$ cat config.mk
export PLATFORM = sky130hd
export DESIGN_NAME = game_core
export DESIGN_NICKNAME = d
export VERILOG_FILES = /design/src/hdl/game_pkg.sv /design/src/hdl/draw_background.sv /design/src/hdl/game_core.sv /design/src/hdl/game_fsm.sv /design/src/hdl/hp_control.sv /design/src/hdl/obstacle_wave.sv /design/src/hdl/vga_timing.sv
export SDC_FILE = /design/constraint.sdc
export NUM_CORES = 1
export LEC_CHECK = 0
export CORE_MARGIN = 3
export CORE_UTILIZATION = 38
export DETAILED_ROUTE_END_ITERATION = 8
export DONT_BUFFER_PORTS = 1
export GPL_TIMING_DRIVEN = 0
export PLACE_DENSITY_LB_ADDON = 0.05
export SYNTH_ARGS = -nofsm -noshare
export SYNTH_HDL_FRONTEND = slang
export SYNTH_SLANG_ARGS = --single-unit
$ cat constraint.sdc
create_clock -name clk -period 3.5 [get_ports clk]
set_input_delay 0.875 -clock clk [delete_from_list [all_inputs] [get_ports clk]]
set_output_delay 0.875 -clock clk [all_outputs]
set_load 0.02 [all_outputs]
$ cat src/hdl/game_pkg.sv
/*
 * shared game types: raster bundle, screen point, state enum
 * colour constants, lane table and hit-point defaults
 */
package game_pkg;

    typedef logic [11:0] coord_t;
    typedef logic [11:0] rgb_t;
    typedef logic [1:0]  hp_t;

    typedef struct packed {
        coord_t hcount;
        coord_t vcount;
        logic   hsync;
        logic   vsync;
        logic   hblnk;
        logic   vblnk;
    } vga_sig_t;

    typedef struct packed {
        coord_t x;
        coord_t y;
    } point_t;

    typedef enum logic [1:0] {
        MENU      = 2'd0,
        PLAY      = 2'd1,
        GAME_OVER = 2'd2,
        VICTORY   = 2'd3
    } game_state_e;

    localparam rgb_t COLOR_SCREEN    = 12'h2_2_2;
    localparam rgb_t COLOR_BORDER    = 12'hf_f_f;
    localparam rgb_t COLOR_PLAY      = 12'h0_0_4;
    localparam rgb_t COLOR_MENU      = 12'h0_4_4;
    localparam rgb_t COLOR_START_BOX = 12'h0_c_0;
    localparam rgb_t COLOR_OBSTACLE  = 12'hf_0_0;
    localparam rgb_t COLOR_GAME_OVER = 12'h6_0_0;
    localparam rgb_t COLOR_VICTORY   = 12'h0_6_0;

    localparam int NUM_LANES = 4;
    // lane tops, counted down from the upper play line
    localparam coord_t LANE_OFFSET [NUM_LANES] = '{12'd2, 12'd12, 12'd22, 12'd32};

    localparam hp_t START_HP = 2'd3;

endpackage

$ cat src/hdl/draw_background.sv
/*
 * first pixel stage: screen, border, play area, start box
 */
`timescale 1ns/1ps

module draw_background #(
    parameter game_pkg::coord_t TOP_V_LINE    = 12'd317,
    parameter game_pkg::coord_t BOTTOM_V_LINE = 12'd617,
    parameter game_pkg::coord_t LEFT_H_LINE   = 12'd361,
    parameter game_pkg::coord_t RIGHT_H_LINE  = 12'd661,
    parameter game_pkg::coord_t BORDER        = 12'd7,
    parameter game_pkg::coord_t START_X       = 12'd432,
    parameter game_pkg::coord_t START_Y       = 12'd400,
    parameter game_pkg::coord_t START_W       = 12'd128,
    parameter game_pkg::coord_t START_H       = 12'd80
) (
    input  logic                  clk,
    input  logic                  rst_n,
    input  game_pkg::vga_sig_t    raster,
    input  game_pkg::game_state_e game_state,
    output game_pkg::vga_sig_t    bg_sig,
    output game_pkg::rgb_t        bg_rgb
);

    logic           in_play;
    logic           in_frame;
    logic           in_start;
    game_pkg::rgb_t pixel;

    assign in_play  = (raster.hcount >= LEFT_H_LINE) && (raster.hcount < RIGHT_H_LINE) &&
                      (raster.vcount >= TOP_V_LINE) && (raster.vcount < BOTTOM_V_LINE);
    // play area grown by the border width
    assign in_frame = (raster.hcount >= LEFT_H_LINE - BORDER) &&
                      (raster.hcount < RIGHT_H_LINE + BORDER) &&
                      (raster.vcount >= TOP_V_LINE - BORDER) &&
                      (raster.vcount < BOTTOM_V_LINE + BORDER);
    assign in_start = (raster.hcount >= START_X) && (raster.hcount < START_X + START_W) &&
                      (raster.vcount >= START_Y) && (raster.vcount < START_Y + START_H);

    always_comb begin
        if (raster.hblnk || raster.vblnk) begin
            pixel = '0;
        end else if (in_start && game_state == game_pkg::MENU) begin
            pixel = game_pkg::COLOR_START_BOX;
        end else if (in_play) begin
            case (game_state)
                game_pkg::MENU:      pixel = game_pkg::COLOR_MENU;
                game_pkg::PLAY:      pixel = game_pkg::COLOR_PLAY;
                game_pkg::GAME_OVER: pixel = game_pkg::COLOR_GAME_OVER;
                default:             pixel = game_pkg::COLOR_VICTORY;
            endcase
        end else if (in_frame) begin
            pixel = game_pkg::COLOR_BORDER;
        end else begin
            pixel = game_pkg::COLOR_SCREEN;
        end
    end

    always_ff @(posedge clk or negedge rst_n) begin
        if (!rst_n) begin
            bg_sig <= '0;
            bg_rgb <= '0;
        end else begin
            bg_sig <= raster;
            bg_rgb <= pixel;
        end
    end

endmodule

$ cat src/hdl/game_core.sv
/*
 * dodge game core: timing, state machine, pixel stages
 * obstacle waves and hit points
 */
`timescale 1ns/1ps

module game_core #(
    parameter game_pkg::coord_t H_ACTIVE      = 12'd1024,
    parameter game_pkg::coord_t H_FRONT       = 12'd24,
    parameter game_pkg::coord_t H_SYNC        = 12'd136,
    parameter game_pkg::coord_t H_BACK        = 12'd160,
    parameter game_pkg::coord_t V_ACTIVE      = 12'd768,
    parameter game_pkg::coord_t V_FRONT       = 12'd3,
    parameter game_pkg::coord_t V_SYNC        = 12'd6,
    parameter game_pkg::coord_t V_BACK        = 12'd29,
    parameter game_pkg::coord_t TOP_V_LINE    = 12'd317,
    parameter game_pkg::coord_t BOTTOM_V_LINE = 12'd617,
    parameter game_pkg::coord_t LEFT_H_LINE   = 12'd361,
    parameter game_pkg::coord_t RIGHT_H_LINE  = 12'd661,
    parameter game_pkg::coord_t BORDER        = 12'd7,
    parameter game_pkg::coord_t START_X       = 12'd432,
    parameter game_pkg::coord_t START_Y       = 12'd400,
    parameter game_pkg::coord_t START_W       = 12'd128,
    parameter game_pkg::coord_t START_H       = 12'd80,
    parameter game_pkg::coord_t OBS_W         = 12'd64,
    parameter game_pkg::coord_t OBS_H         = 12'd40,
    parameter game_pkg::coord_t OBS_SPEED     = 12'd4,
    parameter logic [3:0]       NUM_WAVES     = 4'd8
) (
    input  logic                  clk,
    input  logic                  rst_n,
    input  logic                  game_button,
    input  logic                  menu_button,
    input  logic                  game_over_button,
    input  logic                  mouse_left,
    input  game_pkg::point_t      cursor,
    output logic                  hsync,
    output logic                  vsync,
    output game_pkg::rgb_t        rgb_out,
    output game_pkg::game_state_e game_state,
    output game_pkg::hp_t         hp,
    output logic [3:0]            wave
);

    game_pkg::vga_sig_t raster;
    game_pkg::vga_sig_t bg_sig;
    game_pkg::rgb_t     bg_rgb;
    game_pkg::point_t   obstacle;
    logic               frame_tick;
    logic               waves_done;
    logic               hp_empty;

    vga_timing #(
        .H_ACTIVE(H_ACTIVE), .H_FRONT(H_FRONT), .H_SYNC(H_SYNC), .H_BACK(H_BACK),
        .V_ACTIVE(V_ACTIVE), .V_FRONT(V_FRONT), .V_SYNC(V_SYNC), .V_BACK(V_BACK)
    ) vga_timing_inst (
        .clk        (clk),
        .rst_n      (rst_n),
        .raster     (raster),
        .frame_tick (frame_tick)
    );

    game_fsm #(
        .START_X(START_X), .START_Y(START_Y), .START_W(START_W), .START_H(START_H)
    ) game_fsm_inst (
        .clk              (clk),
        .rst_n            (rst_n),
        .game_button      (game_button),
        .menu_button      (menu_button),
        .game_over_button (game_over_button),
        .mouse_left       (mouse_left),
        .hp_empty         (hp_empty),
        .waves_done       (waves_done),
        .cursor           (cursor),
        .game_state       (game_state)
    );

    draw_background #(
        .TOP_V_LINE(TOP_V_LINE), .BOTTOM_V_LINE(BOTTOM_V_LINE),
        .LEFT_H_LINE(LEFT_H_LINE), .RIGHT_H_LINE(RIGHT_H_LINE), .BORDER(BORDER),
        .START_X(START_X), .START_Y(START_Y), .START_W(START_W), .START_H(START_H)
    ) draw_background_inst (
        .clk        (clk),
        .rst_n      (rst_n),
        .raster     (raster),
        .game_state (game_state),
        .bg_sig     (bg_sig),
        .bg_rgb     (bg_rgb)
    );

    obstacle_wave #(
        .TOP_V_LINE(TOP_V_LINE), .LEFT_H_LINE(LEFT_H_LINE), .RIGHT_H_LINE(RIGHT_H_LINE),
        .OBS_W(OBS_W), .OBS_H(OBS_H), .OBS_SPEED(OBS_SPEED), .NUM_WAVES(NUM_WAVES)
    ) obstacle_wave_inst (
        .clk        (clk),
        .rst_n      (rst_n),
        .frame_tick (frame_tick),
        .game_state (game_state),
        .bg_sig     (bg_sig),
        .bg_rgb     (bg_rgb),
        .obstacle   (obstacle),
        .wave       (wave),
        .waves_done (waves_done),
        .hsync      (hsync),
        .vsync      (vsync),
        .rgb_out    (rgb_out)
    );

    hp_control #(
        .OBS_W(OBS_W), .OBS_H(OBS_H)
    ) hp_control_inst (
        .clk        (clk),
        .rst_n      (rst_n),
        .frame_tick (frame_tick),
        .game_state (game_state),
        .cursor     (cursor),
        .obstacle   (obstacle),
        .hp         (hp),
        .hp_empty   (hp_empty)
    );

endmodule

$ cat src/hdl/game_fsm.sv
/*
 * game state machine: menu, play, game over, victory
 * start-box hit test for the mouse click
 */
`timescale 1ns/1ps

module game_fsm #(
    parameter game_pkg::coord_t START_X = 12'd432,
    parameter game_pkg::coord_t START_Y = 12'd400,
    parameter game_pkg::coord_t START_W = 12'd128,
    parameter game_pkg::coord_t START_H = 12'd80
) (
    input  logic                  clk,
    input  logic                  rst_n,
    input  logic                  game_button,
    input  logic                  menu_button,
    input  logic                  game_over_button,
    input  logic                  mouse_left,
    input  logic                  hp_empty,
    input  logic                  waves_done,
    input  game_pkg::point_t      cursor,
    output game_pkg::game_state_e game_state
);

    game_pkg::game_state_e state_nxt;
    logic                  in_start;

    assign in_start = (cursor.x >= START_X) && (cursor.x < START_X + START_W) &&
                      (cursor.y >= START_Y) && (cursor.y < START_Y + START_H);

    always_comb begin
        state_nxt = game_state;
        case (game_state)
            game_pkg::MENU: begin
                if (game_button || (mouse_left && in_start)) begin
                    state_nxt = game_pkg::PLAY;
                end
            end
            game_pkg::PLAY: begin
                // losing wins over a last wave passing in the same cycle
                if (hp_empty || game_over_button) begin
                    state_nxt = game_pkg::GAME_OVER;
                end else if (waves_done) begin
                    state_nxt = game_pkg::VICTORY;
                end
            end
            default: begin
                state_nxt = game_state;
            end
        endcase
        // back to menu from anywhere
        if (menu_button) begin
            state_nxt = game_pkg::MENU;
        end
    end

    always_ff @(posedge clk or negedge rst_n) begin
        if (!rst_n) begin
            game_state <= game_pkg::MENU;
        end else begin
            game_state <= state_nxt;
        end
    end

endmodule

$ cat src/hdl/hp_control.sv
/*
 * cursor against obstacle once per frame
 * hit-point counter, held at start value in menu
 */
`timescale 1ns/1ps

module hp_control #(
    parameter game_pkg::coord_t OBS_W = 12'd64,
    parameter game_pkg::coord_t OBS_H = 12'd40
) (
    input  logic                  clk,
    input  logic                  rst_n,
    input  logic                  frame_tick,
    input  game_pkg::game_state_e game_state,
    input  game_pkg::point_t      cursor,
    input  game_pkg::point_t      obstacle,
    output game_pkg::hp_t         hp,
    output logic                  hp_empty
);

    logic hit;

    // same pixels as drawn, edges included
    assign hit = (cursor.x >= obstacle.x) && (cursor.x < obstacle.x + OBS_W) &&
                 (cursor.y >= obstacle.y) && (cursor.y < obstacle.y + OBS_H);

    assign hp_empty = (hp == '0);

    always_ff @(posedge clk or negedge rst_n) begin
        if (!rst_n) begin
            hp <= game_pkg::START_HP;
        end else if (game_state == game_pkg::MENU) begin
            hp <= game_pkg::START_HP;
        end else if (frame_tick && game_state == game_pkg::PLAY && hit && !hp_empty) begin
            // at most one point per frame
            hp <= hp - 2'd1;
        end
    end

endmodule

$ cat src/hdl/obstacle_wave.sv
/*
 * moving obstacle and wave counter
 * obstacle overlay as the last pixel stage
 */
`timescale 1ns/1ps

module obstacle_wave #(
    parameter game_pkg::coord_t TOP_V_LINE   = 12'd317,
    parameter game_pkg::coord_t LEFT_H_LINE  = 12'd361,
    parameter game_pkg::coord_t RIGHT_H_LINE = 12'd661,
    parameter game_pkg::coord_t OBS_W        = 12'd64,
    parameter game_pkg::coord_t OBS_H        = 12'd40,
    parameter game_pkg::coord_t OBS_SPEED    = 12'd4,
    parameter logic [3:0]       NUM_WAVES    = 4'd8
) (
    input  logic                  clk,
    input  logic                  rst_n,
    input  logic                  frame_tick,
    input  game_pkg::game_state_e game_state,
    input  game_pkg::vga_sig_t    bg_sig,
    input  game_pkg::rgb_t        bg_rgb,
    output game_pkg::point_t      obstacle,
    output logic [3:0]            wave,
    output logic                  waves_done,
    output logic                  hsync,
    output logic                  vsync,
    output game_pkg::rgb_t        rgb_out
);

    localparam int LANE_BITS = $clog2(game_pkg::NUM_LANES);

    game_pkg::coord_t next_x;
    logic [3:0]       wave_next;
    logic             in_obs;
    game_pkg::rgb_t   pixel;

    assign next_x    = obstacle.x + OBS_SPEED;
    assign wave_next = wave + 4'd1;

    always_ff @(posedge clk or negedge rst_n) begin
        if (!rst_n) begin
            obstacle.x <= LEFT_H_LINE;
            obstacle.y <= TOP_V_LINE + game_pkg::LANE_OFFSET[0];
            wave       <= '0;
        end else if (game_state == game_pkg::MENU) begin
            obstacle.x <= LEFT_H_LINE;
            obstacle.y <= TOP_V_LINE + game_pkg::LANE_OFFSET[0];
            wave       <= '0;
        end else if (frame_tick && game_state == game_pkg::PLAY) begin
            if (next_x + OBS_W > RIGHT_H_LINE) begin
                // wave passed, restart at the left in the next lane
                wave       <= wave_next;
                obstacle.x <= LEFT_H_LINE;
                obstacle.y <= TOP_V_LINE + game_pkg::LANE_OFFSET[wave_next[LANE_BITS-1:0]];
            end else begin
                obstacle.x <= next_x;
            end
        end
    end

    assign waves_done = (wave == NUM_WAVES);

    assign in_obs = (bg_sig.hcount >= obstacle.x) && (bg_sig.hcount < obstacle.x + OBS_W) &&
                    (bg_sig.vcount >= obstacle.y) && (bg_sig.vcount < obstacle.y + OBS_H);

    always_comb begin
        if (bg_sig.hblnk || bg_sig.vblnk) begin
            pixel = '0;
        end else if (in_obs && game_state == game_pkg::PLAY) begin
            pixel = game_pkg::COLOR_OBSTACLE;
        end else begin
            pixel = bg_rgb;
        end
    end

    always_ff @(posedge clk or negedge rst_n) begin
        if (!rst_n) begin
            hsync   <= 1'b0;
            vsync   <= 1'b0;
            rgb_out <= '0;
        end else begin
            hsync   <= bg_sig.hsync;
            vsync   <= bg_sig.vsync;
            rgb_out <= pixel;
        end
    end

endmodule

$ cat src/hdl/vga_timing.sv
/*
 * raster counters with sync and blank decode
 * frame tick at the first line of vertical blank
 */
`timescale 1ns/1ps

module vga_timing #(
    parameter game_pkg::coord_t H_ACTIVE = 12'd1024,
    parameter game_pkg::coord_t H_FRONT  = 12'd24,
    parameter game_pkg::coord_t H_SYNC   = 12'd136,
    parameter game_pkg::coord_t H_BACK   = 12'd160,
    parameter game_pkg::coord_t V_ACTIVE = 12'd768,
    parameter game_pkg::coord_t V_FRONT  = 12'd3,
    parameter game_pkg::coord_t V_SYNC   = 12'd6,
    parameter game_pkg::coord_t V_BACK   = 12'd29
) (
    input  logic               clk,
    input  logic               rst_n,
    output game_pkg::vga_sig_t raster,
    output logic               frame_tick
);

    localparam game_pkg::coord_t H_TOTAL = H_ACTIVE + H_FRONT + H_SYNC + H_BACK;
    localparam game_pkg::coord_t V_TOTAL = V_ACTIVE + V_FRONT + V_SYNC + V_BACK;

    game_pkg::coord_t hcount;
    game_pkg::coord_t vcount;

    always_ff @(posedge clk or negedge rst_n) begin
        if (!rst_n) begin
            hcount <= '0;
            vcount <= '0;
        end else if (hcount == H_TOTAL - 12'd1) begin
            hcount <= '0;
            vcount <= (vcount == V_TOTAL - 12'd1) ? '0 : vcount + 12'd1;
        end else begin
            hcount <= hcount + 12'd1;
        end
    end

    always_comb begin
        raster.hcount = hcount;
        raster.vcount = vcount;
        raster.hsync  = (hcount >= H_ACTIVE + H_FRONT) && (hcount < H_ACTIVE + H_FRONT + H_SYNC);
        raster.vsync  = (vcount >= V_ACTIVE + V_FRONT) && (vcount < V_ACTIVE + V_FRONT + V_SYNC);
        raster.hblnk  = (hcount >= H_ACTIVE);
        raster.vblnk  = (vcount >= V_ACTIVE);
    end

    // one cycle, start of vertical blank
    assign frame_tick = (hcount == '0) && (vcount == V_ACTIVE);

endmodule

After elaboration in Yosys (flattened, before gate mapping):

Index checks and enable logic that the tools add are counted.

* muxes and demuxes: 26
* bitwise operators: 1
* reductions and logical operators: 41
* equality and inequality tests: 8
* add/subtract/negate cells: 9
* magnitude comparators: 32

Operator list (count)
* two-way mux 12 bit: 12
* greater-or-equal comparator 12 x 9 -> 1 bit (second input constant): 8
* < comparator 12 x 10 -> 1 bit (second input constant): 7
* greater-or-equal comparator 12 bit: 4
* < comparator 12 bit: 4
* two-way mux 24 bit: 2
* one-hot mux 11 bit (3 select lines): 1
* logical AND 1 bit: 27
* adder 12 x 1 -> 12 bit (second input constant): 2
* adder 12 x 7 -> 12 bit (second input constant): 2
* binary-select mux 12 bit (select 2 bit): 1
* == test 12 x 10 -> 1 bit (second input constant): 2
* greater-or-equal comparator 12 x 10 -> 1 bit (second input constant): 2
* greater-or-equal comparator 12 x 11 -> 1 bit (second input constant): 2
* < comparator 12 x 9 -> 1 bit (second input constant): 2
* adder 12 x 3 -> 12 bit (second input constant): 1
* adder 12 x 6 -> 12 bit (second input constant): 1
* adder 9 x 12 -> 12 bit (first input constant): 1
* == test 12 x 11 -> 1 bit (second input constant): 1
* greater-than comparator 12 x 10 -> 1 bit (second input constant): 1
* zero test 12 bit: 1
* < comparator 12 x 11 -> 1 bit (second input constant): 1
* two-way mux 2 bit: 6
* two-way mux 4 bit: 3
* 17 further kinds: 23

* logic and storage cells: 134
* bits of input ports: 30
* output and inout port bits: 22
* register bits: 110

Longest topological paths before layout:

Gate-level depths: netlist of run 1.

* depth after elaboration: 9
* mapped depth: 11
* mapped depth without buffers: 10

By module:

A second synthesis of run 1 with hierarchy kept.

* cell total of the unflattened synthesis: 715
* area, all modules: 6932.9 um2

By module, submodules not included
* obstacle_wave: sequential area each 888.4 um2, area an instance 2632.5 um2, cells each 271, times used 1
* draw_background: sequential area each 900.9 um2, area an instance 1487.7 um2, cells each 118, times used 1
* vga_timing: sequential area each 600.6 um2, area an instance 1378.8 um2, cells each 146, times used 1
* hp_control: sequential area each 52.6 um2, area an instance 1260.0 um2, cells each 160, times used 1
* game_fsm: sequential area each 50.0 um2, area an instance 173.9 um2, cells each 20, times used 1

Least setup slack after synthesis of run 1:

OpenSTA, ideal clock, no wires.

* path kind: reg2reg
* start: reg obstacle_wave_inst.obstacle[15] (netlist name)
* end: reg obstacle_wave_inst.obstacle[20] (netlist name)
* setup slack: 0.957 ns
* data required time: 3.412 ns
* data arrival time: 2.455 ns
* cell stages (with the launch flop): 10
* setup time: 0.088 ns
* path buffers: 2
* period minus slack after synthesis: 2.543 ns
* path through: dfstp_2 > ha_1 > nand3_1 > nor3_1 > a31oi_1 > or4_4 > and3_1 > buf_6 > buf_6 > or3_1

* word-level cells in the longest chain between the ends: 6

RTL lines
* adder 12 x 3 -> 12 bit *: line obstacle_wave.sv:37 `assign next_x = obstacle.x + OBS_SPEED;`
* adder 12 x 7 -> 12 bit: line obstacle_wave.sv:50 `if (next_x + OBS_W > RIGHT_H_LINE) begin`
* greater-than comparator 12 x 10 -> 1 bit: line obstacle_wave.sv:50
* two-way mux 12 bit *: line obstacle_wave.sv:50
* two-way mux 24 bit *: line obstacle_wave.sv:49 `end else if (frame_tick && game_state == game_pkg::PLAY) begin`
* two-way mux 24 bit *: line obstacle_wave.sv:45 `end else if (game_state == game_pkg::MENU) begin`

Every way passes the cells marked *; elsewhere a longest branch is shown, timed or not. The select of a mux whose other input is x is not followed.
A chain may end at the register's enable or synchronous reset.

Worst setup path in the final report of run 1:

* start: reg game_fsm_inst.game_state[1]
* end: reg obstacle_wave_inst.obstacle[1] (netlist name)

* word-level cells in the longest chain between the ends: 4
* elaborated cells between the ends (all ways): 7
* those cells by class: eq/ne (1); mux (1); reduce/logical (5)

RTL lines
* start: declaration: line game_fsm.sv:22 `output game_pkg::game_state_e game_state`
* start signal: assignment: line game_fsm.sv:59 `game_state <= game_pkg::MENU;`
* start signal: assignment: line game_fsm.sv:61 `game_state <= state_nxt;`
* == test 2 x 1 -> 1 bit: line obstacle_wave.sv:49
* logical AND 1 bit: line obstacle_wave.sv:49
* nonzero test 2 bit (no line)
* AND reduction 2 bit (no line)

Parallel ways exist; a longest one is shown, timed or not.

==> impl_metrics.tcl, run 1 <==
set metrics [dict create \
    clk_latency_ns 0.36 \
    netlist_area_mm2 0.005998 \
    nets 731 \
    start_util 0.3917 \
    slew_viol_final 0 \
    r2r_slack_ns 0.39 \
    final-hold-violation-count 0 \
    syn_inst 622 \
    grt_use_total 0.1709 \
    grt_pass1_vias 4590 \
    outcome "finished, final reports clean" \
    grt_remaining_overflow 0 \
    synth.avg_cell_area_um2 9.643 \
    htree_levels 3 \
    cts_root_buf "clkbuf_16" \
    worstMarginPinSlew_ns 0.9779 \
    synth_edf_count 0 \
    cts_resized 0 \
    area_growth_pct 9.449 \
    row_count 45 \
    antennaDiodeCount 0 \
    r2r-start "game_fsm_inst.game_state[1]" \
    die_y_um 131.6 \
    startpoint_type "flop" \
    fin_util 0.4287 \
    async_flop_share 1.000 \
    drt-total-wl_um 14540 \
    maxSlewHeadroom 0.3430 \
    cts_buffer_depth 2 \
    place.detailed.instances 833 \
    gp_congestion 0.8253 \
    synth-simple-area-share 0.1884 \
    min_period_ns 3.106 \
    powerDensity_mw_per_mm2 357.7 \
    hp-class "input pin to asynchronous set/reset pin" \
    pin_count 52 \
    synth_nets 720 \
    cts_hold_buffers 0 \
    r2r_cells 10 \
    port_buffers 0 \
    drtIter0Drc 262 \
    yosysSeqAreaShare 0.4030 \
    clock-sinks 96 \
    leakage_nw 2.934 \
    worstPathRequired_ns 3.79 \
    vias_per_cell 5.372 \
    crit_fanout 10 \
    path_class "flop to flop" \
    finClkSkew_ns 0.01085 \
    crit_path_end_kind "flop" \
    setup_viol 0 \
    drive_gt1_frac 0.08307 \
    grt_pass1_wl_um 23580 \
    yosysWarnings 0 \
    drt-pass1-iter-count 4 \
    vdd_ir_drop_max_mv 0.2161 \
    synth_top_cell_area_share 0.3504 \
    postCtsSetupRepairBufs 0 \
    synth_top_family_by_area "simple AND/OR/NAND/NOR gates" \
    fp.dieArea_mm2 0.01733 \
    routedWlPerCell_um 17.12 \
    place_hpwl_um 11220 \
    final_common_cell "dfrtp_1" \
    cts_tree "done" \
    synth_compound_area_frac 0.1589 \
    cp.arrival_ns 3.40 \
    worstReg2RegEnd "obstacle_wave_inst.obstacle[1]" \
    core-area_mm2 0.01531 \
    antenna_found_initial 0 \
    drtAntennaViolNets 0 \
    fin_crit_sh 0.8873 \
    synth_area_leaders "dfrtp_1, ha_1, dfstp_2, a21oi_1, o21ai_0" \
    ys.flop_type "dfrtp_1" \
    synth_mux_area_frac 0.01710 \
    die_w_um 131.6 \
    rsz0062_at_grt "no" \
    layout_common_cells "dfrtp_1, ha_1, nand2_1" \
    fillers 1488 \
    synth_xor_area_frac 0.04234 \
    path_clk_slew_ns 0.07 \
    ys_types 73 \
    final_cells 849 \
    ys_ff_latch 96 \
    vias 4561 \
    synth_area_leader_cell "dfrtp_1" \
    finalSetupTns_ns 0 \
    drc 0 \
    grt_start_max_net_pins 97 \
    cap_violations 0 \
    numCtsBuffers 9 \
    max_freq_mhz 322.0 \
    synth_adder_area_share 0.1435 \
]
==> critical path, stage by stage, from the launching register on <==
cell and delay (ns):
dfrtp_1 0.53, inv_1 0.14, ha_1 0.32, nor4bb_1 0.24, nand2_1 0.10, nor3_1 0.80
and3_1 0.30, buf_6 0.14, buf_6 0.16, nor2_1 0.05, a211o_1 0.26
==> through the flow <==
step,hold WS [ns],setup slack [ns],power (mW),area [µm²]
finish,0.2092,0.3944,2.348,6565
floorplan,0.3312,0.9567,1.310,5998
detailed placement,0.3395,0.3785,1.384,6262
global route,0.1856,0.2399,2.458,6565
CTS,0.1919,0.3627,2.383,6565
global placement,0.3358,0.4361,1.384,6262
==> kinds of logic after synthesis <==
logic type / Yosys count
AOI/OAI and AO/OA: 145
DFF: 96
and+or+nand+nor: 207
buffers and inverters: 66
xor gates and xnor gates: 29
adders and majority gates: 69
muxes: 10
==> area by class of cell <==
| class | count | area (µm²) | share of cell area |
|---|---|---|---|
| multi-input cells | 460 | 3301 | 0.5028 |
| plain buffers | 27 | 133.9 | 0.02039 |
| flip-flops and latches | 96 | 2417 | 0.3682 |
| clock buffers | 9 | 225.2 | 0.03431 |
| well taps | 211 | 264.0 | 0.04021 |
| inverters | 39 | 146.4 | 0.02230 |
| clock inverters | 7 | 77.57 | 0.01182 |
==> power by group <==
part / total (mW) / switching [mW] / leakage [nW] / internal [mW]
registers: 1.13 / 0.0193 / 1.24 / 1.11
clock network: 0.987 / 0.483 / 0.144 / 0.504
logic: 0.227 / 0.151 / 1.55 / 0.0755
==> layer usage <==
layer	track usage	part of all wire
met3	0.03560	0.033
met2	0.2771	0.47
met1	0.2172	0.47
met4	0.08343	0.030
met5	0	0
==> synthesized netlist by cell type (4+ instances only) <==
library cell and count:
dfstp_2 12, nor4bb_1 5, nand4_1 10, o21a_1 10
nor4b_1 5, a21o_1 4, o211ai_1 5, a211o_1 5
or3_1 5, clkbuf_1 18, xnor2_1 19, o31ai_1 4
nor2b_1 9, and2_1 5, nor3b_1 6, ha_1 68
nor2_1 41, o21ai_0 37, a2111oi_0 4, buf_4 4
nor3_1 17, nand2_1 48, dfrtp_1 84, and3_1 6
nand2b_1 6, a211oi_1 5, xor2_1 10, nand3_1 19
mux2i_1 8, a21oi_1 37, inv_1 37, nor4_1 4
==> registers in the layout, indices dropped and copies added, names as in the netlist, 2 cells and up <==
signal / cells
vga_timing_inst.vcount: 12
obstacle_wave_inst.obstacle: 17
draw_background_inst.bg_rgb: 8
game_fsm_inst.game_state: 2
obstacle_wave_inst.rgb_out: 9
vga_timing_inst.hcount: 12
draw_background_inst.bg_sig: 28
hp_control_inst.hp: 2
obstacle_wave_inst.wave: 4
==> worst max-delay path by stage <==
stage | slack [ns] | depth (start not counted) | to | start
floorplan | 0.96 | 9 | obstacle_wave_inst.obstacle[20] | obstacle_wave_inst.obstacle[15]
global route | 0.24 | 10 | obstacle_wave_inst.wave[1] | game_fsm_inst.game_state[1]
global placement | 0.44 | 10 | obstacle_wave_inst.obstacle[5] | game_fsm_inst.game_state[1]
CTS | 0.36 | 10 | obstacle_wave_inst.wave[1] | game_fsm_inst.game_state[1]
finish | 0.39 | 10 | obstacle_wave_inst.obstacle[1] | game_fsm_inst.game_state[1]
detailed placement | 0.38 | 10 | obstacle_wave_inst.wave[1] | game_fsm_inst.game_state[1]
(Power assumes the default switching activity.)
==> run 2: changes to the inputs <==
--- a/config.mk
+++ b/config.mk
@@ -13,4 +13,5 @@
 export PLACE_DENSITY_LB_ADDON = 0.05
 export SYNTH_ARGS = -nofsm -noshare
 export SYNTH_HDL_FRONTEND = slang
+export SYNTH_HIERARCHICAL = 1
 export SYNTH_SLANG_ARGS = --single-unit
==> run 2 against run 1 <==
Against the previous run: routed wire length grew 12%; sequential share of layout area shrank 3.8 points; worst setup slack gained 0.0074 ns; register-to-register slack is essentially flat; synthesized cell count grew 15%; hold slack gained 0.0077 ns; largest cell class unchanged.
==> impl_metrics.tcl, run 2 <==
set metrics [dict create \
    powerDensity_mw_per_mm2 325.4 \
    worstMarginPinSlew_ns 0.8079 \
    cts_buffer_depth 2 \
    drt-pass1-iter-count 4 \
    vias 5351 \
    synth.avg_cell_area_um2 9.696 \
    final-hold-violation-count 0 \
    r2r_cells 10 \
    start_util 0.3940 \
    top_regs "draw_background_inst/bg_sig x28, obstacle_wave_inst/obstacle x17" \
    regArea_mm2 0.002492 \
    gp_congestion 0.9337 \
    antenna_found_initial 0 \
    cp_slowest_cell "dfrtp_1" \
    cap_violations 0 \
    cts_tree "done" \
    grt_start_max_net_pins 100 \
    fin_util 0.4293 \
    yosysWarnings 6 \
    row_count 48 \
    vias_per_cell 5.568 \
    core-area_mm2 0.01760 \
    area_growth_pct 8.951 \
    clk_latency_ns 0.35 \
    routedWlPerCell_um 17.00 \
    synth.most_common_cell "ha_1" \
    finClkSkew_ns 0.005396 \
    cts_root_buf "clkbuf_16" \
    synth_area_leaders "dfrtp_1, ha_1, dfstp_2, inv_1, xnor2_1" \
    antennaDiodeCount 0 \
    postCtsSetupRepairBufs 0 \
    syn_inst 715 \
    crit_top_cell "inv_1" \
    layout_common_cells "ha_1, dfrtp_1, inv_1" \
    cts_hold_buffers 0 \
    cp.arrival_ns 3.39 \
    hp-class "input pin to asynchronous set/reset pin" \
    clock-sinks 99 \
    rsz0062_at_grt "no" \
    drc 0 \
    fp.dieArea_mm2 0.01990 \
    path_cells "inv_1 -> ha_1 -> nor4b_1 -> nand4_1 -> nor3_2 -> inv_1 -> a21oi_2 -> nand2_1 -> nor2_4 -> a22o_1" \
    crit_path_end_kind "flop" \
    fillers 1717 \
    nets 850 \
    htree_levels 3 \
    ys_types 90 \
    startpoint_type "flop" \
    largest-register "draw_background_inst/bg_sig" \
    path_clk_slew_ns 0.07 \
    synth_common_cells "ha_1, dfrtp_1, inv_1" \
    maxSlewHeadroom 0.4594 \
    port_buffers 0 \
    slew_viol_final 0 \
    die_w_um 141.1 \
    grt_use_total 0.1709 \
    synth_edf_count 0 \
    cts_resized 1 \
    crit_fanout 9 \
    final_common_cell "ha_1" \
    drtIter0Drc 392 \
    vdd_ir_drop_max_mv 0.2399 \
    die_y_um 141.1 \
    grt_pass1_vias 5445 \
    grt_remaining_overflow 0 \
    largest_register_ffs 28 \
    outcome "finished, final reports clean" \
    grt_pass1_wl_um 27420 \
    min_period_ns 3.098 \
    async_flop_share 1.000 \
    drt-total-wl_um 16340 \
    design_area_mm2 0.007553 \
    fin_crit_sh 0.8852 \
    synth_area_leader_cell "dfrtp_1" \
    yosysSeqAreaShare 0.3595 \
    drive_gt1_frac 0.1250 \
    place_hpwl_um 12270 \
    synth_top_cell_area_share 0.3140 \
    numCtsBuffers 9 \
    path_class "flop to flop" \
    drtAntennaViolNets 0 \
    pin_count 52 \
    ys_ff_latch 99 \
    leakage_nw 3.464 \
    worstPathRequired_ns 3.79 \
    slowest_delay_ns 0.49 \
    multiInputGateArea_mm2 0.004051 \
    postPlaceCellArea_mm2 0.007233 \
    ys.flop_type "dfrtp_1" \
    netlist_area_mm2 0.006933 \
    max_freq_mhz 322.8 \
    finalHoldWorstSlack_ns 0.2169 \
    setup_viol 0 \
]
## run 2: worst max-delay path: cells and delay by family (launching register included)
family / cells / cell delay [ns]
AOI/OAI and AO/OA: 2 / 0.64
DFF: 1 / 0.49
buffers and inverters: 2 / 0.31
adders and majority gates: 1 / 0.16
and+or+nand+nor: 5 / 1.41
## run 2: kinds of logic (layout without fill, tap and decap cells)
kind of cell    Yosys count  count (layout)  share of synthesized area
simple gates            225             225                     0.1875
xor+xnor                 34              34                    0.04404
fa+ha+maj                89              89                     0.1606
flops                    99              99                     0.3595
other cells               2               7                   0.001083
mux                       6               6                    0.01029
buf+inv                  93             109                    0.06010
compound gates          167             167                     0.1769
## run 2: final cells by class
cell class                 instances  share of cell area
multi-input combinational        528              0.5364
sequential                        99              0.3300
tap                              225             0.03727
inverter                          71             0.03528
clock buffer                       9             0.02982
buffer                            22             0.01988
clock inverter                     7             0.01143
## run 2: path summary, 6_finish.rpt
kind | startpoint | endpoint | slack, ns
setup / recovery | vga_timing_inst/vcount[1] | obstacle_wave_inst/wave[1] | 0.40
min in group clk | draw_background_inst/bg_sig[2] | obstacle_wave_inst/vsync | 0.35
max in group asynchronous | rst_n | obstacle_wave_inst/obstacle[5] | 3.01
setup reg to reg | vga_timing_inst/vcount[1] | obstacle_wave_inst/wave[1] | 0.40
hold / removal | rst_n | vga_timing_inst/vcount[1] | 0.22
hold reg to reg | draw_background_inst/bg_sig[2] | obstacle_wave_inst/vsync | 0.35
## run 2: per-stage QoR
step	std cells	power, mW	worst slack (ns)	TNS (ns)
after floorplan	720	1.375	0.8804	0
after global placement	945	1.425	-0.1268	-0.6251
after detailed placement	945	1.430	-0.09971	-0.4168
after CTS	961	2.502	0.1909	0
after global routing	961	2.591	0.1676	0
final	961	2.458	0.4018	0
## run 2: power by group
group | switching, mW | total [mW] | internal (mW)
Clock | 0.477 | 1.05 | 0.568
Sequential | 0.0208 | 1.17 | 1.15
Combinational | 0.137 | 0.238 | 0.101
## run 2: per-layer routing
metal | part of all wire | global-route usage
met5 | 0 | 0
met3 | 0.032 | 0.02442
met1 | 0.45 | 0.2173
met2 | 0.48 | 0.2867
met4 | 0.033 | 0.07955
